## config.mk

```make
export PLATFORM = sky130hd
export DESIGN_NAME = umi_switch_top
export DESIGN_NICKNAME = d
export VERILOG_FILES = /design/src/common/umi_pkg.sv /design/src/common/umi_if.sv /design/src/verilog/umi_switch_top.sv /design/src/crossbar/umi_crossbar.sv /design/src/crossbar/umi_vmux.sv /design/src/crossbar/umi_arbiter.sv /design/src/crossbar/umi_decode.sv
export SDC_FILE = /design/constraint.sdc
export NUM_CORES = 1
export LEC_CHECK = 0
export BUFFER_PORTS_ARGS = -buffer_cell sky130_fd_sc_hd__clkbuf_2
export CORE_AREA = 8 8 406 408
export DETAILED_ROUTE_END_ITERATION = 7
export DIE_AREA = 0 0 414 416
export HOLD_SLACK_MARGIN = 0.05
export PLACE_DENSITY = 0.33
export SKIP_CTS_REPAIR_TIMING = 1
export SYNTH_ARGS = -nofsm -noshare
export SYNTH_HDL_FRONTEND = slang
export SYNTH_SLANG_ARGS = --single-unit
```

## constraint.sdc

```tcl
create_clock -name clk -period 7.6 [get_ports clk]
set_input_delay 0.76 -clock clk [delete_from_list [all_inputs] [get_ports clk]]
set_output_delay 0.76 -clock clk [all_outputs]
set_load 0.01 [all_outputs]
```

## src/common/umi_pkg.sv

```systemverilog
// Shared constants and types for the four-port UMI message switch
// Imported by the port interface, the decoders, the arbiters and the crossbar
`default_nettype none

package umi_pkg;

   // ##############################
   // Port and field sizes
   // ##############################

   localparam int umi_n     = 4;              // Ports on each side
   localparam int umi_cw    = 32;             // Command width
   localparam int umi_aw    = 16;             // Address width
   localparam int umi_uw    = 64;             // Payload width
   localparam int umi_sel_w = $clog2(umi_n);  // Output index width

   // Routing field sits in the top address bits
   localparam int umi_route_lsb = umi_aw - umi_sel_w;

   // ##############################
   // Field types
   // ##############################

   typedef logic [umi_cw-1:0] umi_cmd_t;
   typedef logic [umi_aw-1:0] umi_addr_t;
   typedef logic [umi_uw-1:0] umi_data_t;

   // Arbiter mode, codes 2 and 3 fall back to fixed priority
   typedef enum logic [1:0]
   {
      arb_fixed = 2'd0,  // Lowest index wins
      arb_rr    = 2'd1   // Rotating pointer
   } arb_mode_e;

endpackage

`default_nettype wire
```

## src/common/umi_if.sv

```systemverilog
// One UMI port: valid/ready handshake plus command, addresses and payload
// Source side drives the message, sink side answers with ready
`default_nettype none

interface umi_if;

   import umi_pkg::*;

   logic      valid;     // Message present
   logic      ready;     // Sink takes it this cycle
   umi_cmd_t  cmd;       // Opcode and size bits
   umi_addr_t dst_addr;  // Top bits pick the output port
   umi_addr_t src_addr;  // Return address
   umi_data_t payload;

   // Producer of a message
   modport source
   (
      output valid,
      output cmd,
      output dst_addr,
      output src_addr,
      output payload,
      input  ready
   );

   // Consumer of a message
   modport sink
   (
      input  valid,
      input  cmd,
      input  dst_addr,
      input  src_addr,
      input  payload,
      output ready
   );

endinterface

`default_nettype wire

```

## src/verilog/umi_switch_top.sv

```systemverilog
// Top level of the four-port UMI switch
// Flat per-port vectors in, port i sits at slice i of each vector
// Decoders build the request matrix that feeds the crossbar
`default_nettype none

module umi_switch_top
(
   input  wire                                          clk,
   input  wire                                          rst,
   // Incoming messages
   input  wire  [umi_pkg::umi_n-1:0]                    in_valid,
   input  wire  [umi_pkg::umi_n*umi_pkg::umi_cw-1:0]    in_cmd,
   input  wire  [umi_pkg::umi_n*umi_pkg::umi_aw-1:0]    in_dst_addr,
   input  wire  [umi_pkg::umi_n*umi_pkg::umi_aw-1:0]    in_src_addr,
   input  wire  [umi_pkg::umi_n*umi_pkg::umi_uw-1:0]    in_payload,
   output logic [umi_pkg::umi_n-1:0]                    in_ready,
   // Outgoing messages
   output logic [umi_pkg::umi_n-1:0]                    out_valid,
   output logic [umi_pkg::umi_n*umi_pkg::umi_cw-1:0]    out_cmd,
   output logic [umi_pkg::umi_n*umi_pkg::umi_aw-1:0]    out_dst_addr,
   output logic [umi_pkg::umi_n*umi_pkg::umi_aw-1:0]    out_src_addr,
   output logic [umi_pkg::umi_n*umi_pkg::umi_uw-1:0]    out_payload,
   input  wire  [umi_pkg::umi_n-1:0]                    out_ready,
   // Controls
   input  wire umi_pkg::arb_mode_e                      mode,  // 0 fixed, 1 round robin
   input  wire  [umi_pkg::umi_n*umi_pkg::umi_n-1:0]     mask   // Bit o*4+i blocks i to o
);

   import umi_pkg::*;

   umi_if in_bus  [umi_n] ();
   umi_if out_bus [umi_n] ();

   logic [umi_n-1:0]       dec_req [umi_n];  // Per-input one-hot
   logic [umi_n*umi_n-1:0] request;          // Same layout as mask

   for (genvar i = 0; i < umi_n; i++)
   begin : g_port
      // Flat slices onto the input bus
      assign in_bus[i].valid    = in_valid[i];
      assign in_bus[i].cmd      = in_cmd[i*umi_cw +: umi_cw];
      assign in_bus[i].dst_addr = in_dst_addr[i*umi_aw +: umi_aw];
      assign in_bus[i].src_addr = in_src_addr[i*umi_aw +: umi_aw];
      assign in_bus[i].payload  = in_payload[i*umi_uw +: umi_uw];
      assign in_ready[i]        = in_bus[i].ready;

      umi_decode dec_i
      (
         .clk (clk),
         .rst (rst),
         .bus (in_bus[i]),
         .req (dec_req[i])
      );

      // Transpose into output-major order
      for (genvar o = 0; o < umi_n; o++)
      begin : g_req
         assign request[o*umi_n + i] = dec_req[i][o];
      end

      // Output bus back to flat slices
      assign out_valid[i]                    = out_bus[i].valid;
      assign out_cmd[i*umi_cw +: umi_cw]      = out_bus[i].cmd;
      assign out_dst_addr[i*umi_aw +: umi_aw] = out_bus[i].dst_addr;
      assign out_src_addr[i*umi_aw +: umi_aw] = out_bus[i].src_addr;
      assign out_payload[i*umi_uw +: umi_uw]  = out_bus[i].payload;
      assign out_bus[i].ready                 = out_ready[i];
   end

   umi_crossbar xbar_i
   (
      .clk     (clk),
      .rst     (rst),
      .mode    (mode),
      .mask    (mask),
      .request (request),
      .in_bus  (in_bus),
      .out_bus (out_bus)
   );

endmodule

`default_nettype wire

```

## src/crossbar/umi_crossbar.sv

```systemverilog
// Four-by-four UMI crossbar
// Request and mask bit o*umi_n+i mean input i asks for (or is barred from) output o
// One arbiter per output, field muxes steer the winner, inputs see ready only
// when every output they ask for has granted them and is itself ready
`default_nettype none

module umi_crossbar
(
   input  wire                                      clk,
   input  wire                                      rst,
   input  wire umi_pkg::arb_mode_e                  mode,     // Shared by all arbiters
   input  wire [umi_pkg::umi_n*umi_pkg::umi_n-1:0]  mask,     // Forbidden pairs
   input  wire [umi_pkg::umi_n*umi_pkg::umi_n-1:0]  request,  // From the decoders
   umi_if.sink                                      in_bus  [umi_pkg::umi_n],
   umi_if.source                                    out_bus [umi_pkg::umi_n]
);

   import umi_pkg::*;

   umi_cmd_t               in_cmd     [umi_n];
   umi_addr_t              in_dst     [umi_n];
   umi_addr_t              in_src     [umi_n];
   umi_data_t              in_payload [umi_n];
   logic [umi_n-1:0]       in_ready;
   logic [umi_n-1:0]       out_valid;
   logic [umi_n-1:0]       out_ready;
   logic [umi_n*umi_n-1:0] pair_ready;  // Per input/output pair

   // ##############################
   // Input side
   // ##############################

   for (genvar i = 0; i < umi_n; i++)
   begin : g_in
      assign in_cmd[i]       = in_bus[i].cmd;
      assign in_dst[i]       = in_bus[i].dst_addr;
      assign in_src[i]       = in_bus[i].src_addr;
      assign in_payload[i]   = in_bus[i].payload;
      assign in_bus[i].ready = in_ready[i];
   end

   // Input ready needs every one of its pairs ready
   always_comb
   begin
      in_ready = '1;
      for (int i = 0; i < umi_n; i++)
      begin
         for (int o = 0; o < umi_n; o++)
         begin
            in_ready[i] = in_ready[i] & pair_ready[o*umi_n + i];
         end
      end
   end

   // ##############################
   // Arbiters and muxes per output
   // ##############################

   for (genvar o = 0; o < umi_n; o++)
   begin : g_out
      logic [umi_n-1:0] sel;  // This output's grants

      umi_arbiter arb_i
      (
         .clk      (clk),
         .rst      (rst),
         .mode     (mode),
         .requests (request[o*umi_n +: umi_n]),
         .mask     (mask[o*umi_n +: umi_n]),
         .accept   (out_valid[o] & out_ready[o]),  // Transfer this cycle
         .grants   (sel)
      );

      assign out_valid[o]     = |sel;
      assign out_ready[o]     = out_bus[o].ready;
      assign out_bus[o].valid = out_valid[o];

      // Pair is fine if not requested, or granted with the output ready
      assign pair_ready[o*umi_n +: umi_n] = ~request[o*umi_n +: umi_n]
                                          | (sel & {umi_n{out_ready[o]}});

      umi_vmux #(.payload_t(umi_cmd_t))  cmd_mux_i (.sel(sel), .in(in_cmd), .out(out_bus[o].cmd));
      umi_vmux #(.payload_t(umi_addr_t)) dst_mux_i (.sel(sel), .in(in_dst), .out(out_bus[o].dst_addr));
      umi_vmux #(.payload_t(umi_addr_t)) src_mux_i (.sel(sel), .in(in_src), .out(out_bus[o].src_addr));
      umi_vmux #(.payload_t(umi_data_t)) pld_mux_i
      (
         .sel (sel),
         .in  (in_payload),
         .out (out_bus[o].payload)
      );
   end

endmodule

`default_nettype wire

```

## src/crossbar/umi_vmux.sv

```systemverilog
// One-hot select multiplexer over the switch inputs
// ORs together every input whose sel bit is set, zero when sel is empty
// Field type comes in as a type parameter so one block serves every field
`default_nettype none

module umi_vmux
#(
   parameter type payload_t = logic
)
(
   input  wire [umi_pkg::umi_n-1:0] sel,                // One-hot grant
   input  wire payload_t            in [umi_pkg::umi_n], // One per input
   output payload_t                 out
);

   // AND-OR tree, no priority needed with one-hot sel
   always_comb
   begin
      out = '0;
      for (int i = 0; i < umi_pkg::umi_n; i++)
      begin
         if (sel[i])
         begin
            out = out | in[i];
         end
      end
   end

endmodule

`default_nettype wire

```

## src/crossbar/umi_arbiter.sv

```systemverilog
// Arbiter for one crossbar output
// Fixed priority picks the lowest eligible input, round robin starts the
// search at a pointer that moves one past the winner on each transfer
// Masked inputs never win
`default_nettype none

module umi_arbiter
(
   input  wire                        clk,
   input  wire                        rst,
   input  wire umi_pkg::arb_mode_e    mode,      // Fixed or round robin
   input  wire [umi_pkg::umi_n-1:0]   requests,  // One bit per input
   input  wire [umi_pkg::umi_n-1:0]   mask,      // Set bit blocks that input
   input  wire                        accept,    // Output handshake done
   output logic [umi_pkg::umi_n-1:0]  grants     // One-hot or zero
);

   import umi_pkg::*;

   logic [umi_n-1:0]     eligible;  // Unmasked requests
   logic [umi_sel_w-1:0] ptr;       // Round-robin start point
   logic [umi_sel_w-1:0] start;     // Where the search begins
   logic [umi_sel_w-1:0] idx;       // Search position
   logic [umi_sel_w-1:0] win;       // Index of the granted input
   logic                 found;

   assign eligible = requests & ~mask;
   assign start    = (mode == arb_rr) ? ptr : '0;  // Codes 2 and 3 act fixed

   // Scan from start, wrap around, first hit wins
   always_comb
   begin
      grants = '0;
      win    = '0;
      found  = 1'b0;
      idx    = start;
      for (int k = 0; k < umi_n; k++)
      begin
         idx = start + umi_sel_w'(k);  // Wraps at umi_n
         if (!found && eligible[idx])
         begin
            grants[idx] = 1'b1;
            win         = idx;
            found       = 1'b1;
         end
      end
   end

   // Pointer moves only on a completed transfer
   always_ff @(posedge clk)
   begin
      if (rst)
         ptr <= '0;
      else if (accept)
         ptr <= win + 1'b1;  // One past the winner
   end

   // ##############################
   // Checks
   // ##############################

   a_grant_onehot: assert property (@(posedge clk) disable iff (rst)
      $onehot0(grants));

   // Only an unmasked requester can win
   a_grant_legal: assert property (@(posedge clk) disable iff (rst)
      (grants & ~eligible) == '0);

   // Stalled output keeps its winner while the inputs hold
   a_grant_hold: assert property (@(posedge clk) disable iff (rst)
      (|grants && !accept) ##1 ($stable(requests) && $stable(mask) && $stable(mode))
      |-> $stable(grants));

endmodule

`default_nettype wire

```

## src/crossbar/umi_decode.sv

```systemverilog
// Address decoder for one switch input
// Turns the routing bits of dst_addr into a one-hot output request
// Request is all zero while the input has no valid message
`default_nettype none

module umi_decode
(
   input  wire                        clk,   // Assertion clock only
   input  wire                        rst,
   umi_if.sink                        bus,   // Input port being decoded
   output logic [umi_pkg::umi_n-1:0]  req    // One bit per output
);

   import umi_pkg::*;

   logic [umi_sel_w-1:0] route;  // Target output index

   // Top address bits name the port
   assign route = bus.dst_addr[umi_route_lsb +: umi_sel_w];

   always_comb
   begin
      req = '0;
      if (bus.valid)
      begin
         req[route] = 1'b1;  // Exactly one output per message
      end
   end

   // ##############################
   // Checks
   // ##############################

   // Valid message always asks for a single output
   a_req_onehot: assert property (@(posedge clk) disable iff (rst)
      bus.valid |-> $onehot(req));

endmodule

`default_nettype wire

```

==> Yosys cells after proc, flatten, opt, wreduce, memory -nomap -nowiden <==
Index checks and enable logic that the tools add are counted.
{ "classes": {"muxes": 188, "n_addsub": 16, "n_reduce_logical": 48, "order_cmp": 40, "n_eq_ne": 1, "n_bitwise": 96} }
{ "op_table": {"columns": ["op", "n"], "rows": [
  ["$mux W64", 16],
  ["$or A64 B64 Y64", 12],
  ["$mux W16", 32],
  ["$mux W32", 16],
  ["$or A16 B16 Y16", 24],
  ["$or A32 B32 Y32", 12],
  ["$mux W4", 20],
  ["$or A4 B4 Y4", 16],
  ["$lt A2 B3 Y1 const B", 20],
  ["$mux W1", 48],
  ["$demux W1 S2", 20],
  ["$ge A2 B1 Y1 const B", 20],
  ["$mux W2", 20],
  ["$and A4 B4 Y4", 8],
  ["$bmux W1 S2", 16],
  ["$logic_and A1 B1 Y1", 32],
  ["$not A4 Y4", 8],
  ["$add A2 B1 Y2 const B", 8],
  ["$add A2 B2 Y2 const B", 8],
  ["$and A1 B1 Y1", 16],
  ["$reduce_or A4 Y1", 4],
  ["$logic_not A1 Y1", 12],
  ["$eq A2 B1 Y1 const B", 1]
]} }
{ "word_totals": {"regBits": 8, "wordCells": 393, "inputBits": 540, "output_inout_bits": 520} }

==> Longest topological paths before layout <==
{ "logic_depth": {"depth_word": 25, "depth_mapped": 13, "mapped_depth_nobuf": 10} }

==> Worst setup path after synthesis <==
Ideal clock, no wire load.
{ "synth_timing": {"kind": "input-to-output", "startpoint": "input port mode[0]", "endpoint": "output port out_payload[246] (netlist bit)", "required_time_ps": 6840, "path_buffers": 4, "slack_ps": 3424, "stages": 11, "arrival_time_ps": 3416, "path_cell_list": "buf_2 -> nand3b_1 -> ha_1 -> clkbuf_1 -> or4_1 -> nand3_1 -> a22o_1 -> clkbuf_1 -> buf_1 -> a22oi_1 -> nand2_1"} }
{ "synth_between": {"elab_chain_len": 21, "elab_cells_between_ends": 56, "cone_classes": "add/sub (3); order compare (8); eq/ne (1); mux (28); bitwise (6); reduce/logical (10)"} }
{ "synth_lines": {"columns": ["item", "line_no", "text"], "rows": [
  ["start: declaration", "umi_switch_top.sv:25", "input wire umi_pkg::arb_mode_e mode,"],
  ["$eq A2 B1 Y1 *", "umi_arbiter.sv:28", "assign start = (mode == arb_rr) ? ptr : '0;"],
  ["$mux W2 *", "umi_arbiter.sv:28", null],
  ["parallel branches: the longest is 11 deep, another holds $lt A2 B3 Y1", null, null],
  ["$mux W4 *", "umi_arbiter.sv:40", "if (!found && eligible[idx])"],
  ["$mux W64", "umi_vmux.sv:22", "if (sel[i])"],
  ["$or A64 B64 Y64", "umi_vmux.sv:24", "out = out | in[i];"],
  ["$mux W64", "umi_vmux.sv:22", null],
  ["$or A64 B64 Y64", "umi_vmux.sv:24", null],
  ["$mux W64", "umi_vmux.sv:22", null],
  ["$or A64 B64 Y64", "umi_vmux.sv:24", null],
  ["$mux W64 *", "umi_vmux.sv:22", null],
  ["end: declaration", "umi_switch_top.sv:22", "output logic [umi_pkg::umi_n*umi_pkg::umi_uw-1:0] out_payload,"]
]} }
Every way passes the cells marked *. The select of a mux whose other input is x is not followed.

==> Worst setup path after layout <==
{ "layout_timing": {"startpoint": "input port in_dst_addr[30] (netlist bit)", "endpoint": "output port out_dst_addr[8] (netlist bit)"} }
{ "layout_between": {"elab_chain_len": 25, "elab_cells_between_ends": 38, "cone_classes": "order compare (2); mux (22); bitwise (7); reduce/logical (7)"} }
{ "layout_lines": {"columns": ["item", "line_no", "text"], "rows": [
  ["start: declaration", "umi_switch_top.sv:13", "input wire [umi_pkg::umi_n*umi_pkg::umi_aw-1:0] in_dst_addr,"],
  ["$lt A2 B3 Y1 (not written as such) or $ge A2 B1 Y1 (tied branches)", "umi_decode.sv:26", "req[route] = 1'b1;"],
  ["$logic_and A1 B1 Y1 (not written as such)", "umi_decode.sv:26", null],
  ["$mux W1 (not written as such)", "umi_decode.sv:26", null],
  ["$demux W1 S2 *", null, null],
  ["$mux W4 *", "umi_decode.sv:24", "if (bus.valid)"],
  ["$and A4 B4 Y4 *", "umi_arbiter.sv:27", "assign eligible = requests & ~mask;"],
  ["$bmux W1 S2", "umi_arbiter.sv:40", null],
  ["$mux W1 (not written as such)", "umi_arbiter.sv:40", null],
  ["[... 9 more ...]", null, null],
  ["$mux W4 *", "umi_arbiter.sv:40", null],
  ["$mux W16", "umi_vmux.sv:22", null],
  ["$or A16 B16 Y16", "umi_vmux.sv:24", null],
  ["$mux W16", "umi_vmux.sv:22", null],
  ["$or A16 B16 Y16", "umi_vmux.sv:24", null],
  ["$mux W16", "umi_vmux.sv:22", null],
  ["$or A16 B16 Y16", "umi_vmux.sv:24", null],
  ["$mux W16 *", "umi_vmux.sv:22", null],
  ["end: declaration", "umi_switch_top.sv:20", "output logic [umi_pkg::umi_n*umi_pkg::umi_aw-1:0] out_dst_addr,"]
]} }
Mark *: on every way between the ends. The rest lies on a longest branch, timed or not. The select of a mux whose other input is x is not followed.

==> metrics.cfg <==
[yosys]
synthFlopType = dfxtp_1
compound_gate_portion_of_the_synthesized_area_pct = 61.5
synthesis.instances = 2124
avgSynthCellArea_um2 = 6.36
ys_ff_latch = 8
post_synthesis_share_of_cell_area_spent_on_and_or_nand_and_nor_gates_pct = 22.4
ys_warn_count = 0
async_reset_ff_share_pct = 0
synth_xor_xnor_area_share_pct = 0.259
ys_seq_area_share_pct = 1.18
netlist_area_before_placement_um2 = 13500
synth.distinct_cells = 65
synth_enable_flop_cells = 0
synth.area.mux_share_pct = 3.08
net_count_after_synthesis = 2692
main_combinational_cell_family_by_area_after_synthesis = compound AO/OA/AOI/OAI gates
yosys.area_share.adder_pct = 2.59

[cts]
clk_transition_reported_paths_ns = 0.04
cts_tree = built
clock_sinks = 8
cts.htree.levels = 1
clock_tree.root_cell = clkbuf_16
clk_latency_ns = 0.23
clockBufferDepth = 2
cts-buffers-inserted = 3

[setup_path]
critPathMostFrequentCell = clkbuf_2
critical_path.slowest_cell = nor4b_2
worstSetupPathType = input pin to output port
critical-path-max-stage-delay_ns = 0.82
cp_max_fo = 40
cp-start-kind = input pin
timing.critical_path.to_type = output port
timing.critical_path.required_ns = 6.84
timing.critical_path.cells = clkbuf_2 -> nor4b_2 -> nand3_1 -> a2111oi_1 -> or2_2 -> a221o_4 -> buf_4 -> a22oi_1 -> nand2_1 -> clkbuf_2
worst-endpoint-arrival_ns = 4.69

[timing]
post-route-min-period_ns = 5.45
finalSetupViolCount = 0
setup-tns-final_ns = 0
timing.final.hold_violations = 0
slew_headroom_pct = 40.7
hold_ws_ns = 0.492
setup_repair_after_global_routing_missed_its_margin = no
final_max_slew_viol_count = 0
fin_skew_ns = 0.000372
maxClockFrequency_mhz = 184
min_period_over_period_pct = 71.7
timing_worst_slew_pin_value_ns = 0.890

[detailed_routing]
detailroute.via_count = 24771
postRouteAntennaNets = 0
routed-wl-met2_mm = 77.7
routed_wl_mm = 168
route.detailed.vias_per_inst = 4.88
highest-signal-layer = met5
drt-initial-drc-count = 2959
wire_per_inst_um = 33.1
drt_first_pass_iters = 7
met1_routed_wirelength_after_detailed_routing_mm = 67.0
met3_wl_post_dr_mm = 17.0
drc = 0

[die]
die-area_um2 = 172000
chipHeight_um = 416
initial_core_util_pct = 8.51
row_count = 147
die_width_um = 414
floorplan.io_pins = 1060
floorplan.core_area_um2 = 159000

[grt]
number_of_global_route_vias_before_repair = 23784
grt-ovfl-total = 0
antenna_found_initial = 54
grt_start_max_net_pins = 80
global_route_wire_length_before_repair_mm = 225
gr-usage-all-layers_pct = 17.9

[pwr]
fraction_of_power_spent_switching_nets_pct = 64.5
power.ir.vdd_worst_mv = 0.0459
switchingPower_mw = 1.01
p_per_cell_area_nw_per_um2 = 74.0
power_frac_seq_pct = 2.9
comb_power_share_pct = 91.5
clock_power_share_pct = 5.6
power.total_mw = 1.56
static-leakage-power_nw = 10.3
power_report.internal_total_uw = 556

[placement]
routability_cong = 0.940
dp.final_hpwl_mm = 135
io_buffers = 1059

[final_layout]
largest_register = xbar_i.g_out.arb_i.ptr
post_route_cells_drive_above_1_share_pct = 38.7
reg.largest.list = xbar_i.g_out.arb_i.ptr (8)
largest_register_ffs = 8
syn2layout_area_growth_pct = 56.4
fin_nets = 3544

[min_path]
holdCritPathClass = flip-flop to flip-flop

[job]
cap_violations = 0

[outcome]
status = finished clean

## cell families after synthesis
group           Yosys count
xor+xnor                  4
fa+ha+maj                28
mux                      24
buf+inv                 269
compound gates         1107
simple gates            684
flops                     8
## layer usage
layer  track usage, %  vias up
met5                0        -
met4             4.73       48
met3             5.91      221
met2             29.7     1702
met1             22.3    12539
li1                 -    10261
## path summary, 6_finish.rpt
kind | slack (ns) | to | from | depth (start not counted)
hold / removal | 0.49 | xbar_i.g_out[0].arb_i.ptr[1] | xbar_i.g_out[0].arb_i.ptr[1] | 2
setup reg to reg | 3.85 | xbar_i.g_out[1].arb_i.ptr[1] | xbar_i.g_out[1].arb_i.ptr[1] | 10
hold reg to reg | 0.49 | xbar_i.g_out[0].arb_i.ptr[1] | xbar_i.g_out[0].arb_i.ptr[1] | 2
setup / recovery | 2.15 | out_dst_addr[8] | in_dst_addr[30] | 10
## power by group through the flow
stage               sequential (mW)  combinational (mW)  clock [mW]
floorplan                    0.0462               0.539           0
global placement             0.0467                1.43           0
detailed placement           0.0466                1.43           0
CTS                          0.0460                1.43      0.0889
global route                 0.0462                1.51      0.0902
finish                       0.0460                1.43      0.0873
## synthesized netlist by cell type (4+ instances only)
library cell	number	area, um^2
or4bb_1	5	56.3
and4b_1	8	80.1
and3b_1	4	35.0
ha_1	28	350
o21ai_1	4	20.0
nand3b_1	12	90.1
a211o_1	8	70.1
inv_2	4	15.0
mux2i_1	9	90.1
nand3_1	33	165
buf_2	131	656
buf_1	15	56.3
buf_4	8	60.1
nor3_1	12	60.1
or4_1	5	37.5
o221ai_1	4	35.0
and4bb_2	6	75.1
nand2_1	549	2060
nor2_1	15	56.3
o31ai_1	4	30.0
a41oi_1	4	35.0
mux4_2	14	315
dfxtp_1	8	160
a21oi_1	17	85.1
clkbuf_1	95	357
inv_1	15	56.3
nor3b_1	6	45.0
a22oi_1	1024	7690
a221o_1	6	60.1
o21ai_0	12	60.1
## through the flow
stage / area [um^2] / instances / utilization, % / setup WS, ns
floorplan: 13500 / 2124 / - / 3.42
global placement: 21000 / 5057 / 13.2 / 2.06
detailed placement: 21000 / 5057 / 13.2 / 2.18
CTS: 21100 / 5060 / 13.3 / 2.18
global route: 21100 / 5063 / 13.3 / 1.99
finish: 21100 / 5074 / 13.3 / 2.15
## placed cells by master (no fill, tap or decap), drive strengths merged, types with 5 or more instances in the layout
| cell | instances |
|---|---|
| clkbuf | 1062 |
| a22oi | 1024 |
| nand2 | 549 |
| buf | 38 |
| nand3 | 33 |
| ha | 28 |
| inv | 19 |
| a21oi | 17 |
| o21ai | 16 |
| nor2 | 15 |
| diode | 14 |
| mux4 | 14 |
| nand3b | 12 |
| nor3 | 12 |
| mux2i | 9 |
| and4b | 8 |
| a211o | 8 |
| dfxtp | 8 |
| and4bb | 8 |
| a221o | 6 |
| nor3b | 6 |
| or4 | 5 |
| or4bb | 5 |
## final cells by class
type	count	area, um^2
antenna	14	35.0
clock buffer	3	75.1
fill	18690	138000
inverter	19	71.3
multi-input combinational	1847	12300
sequential	8	160
tap	2086	2610
timing repair buffer	1097	5890
## worst max-delay path, delay by kind of cell
family          cells  cell delay, ns
simple gates        4            1.51
compound gates      3            1.17
buf+inv             3            1.14
(Power assumes the default switching activity.)
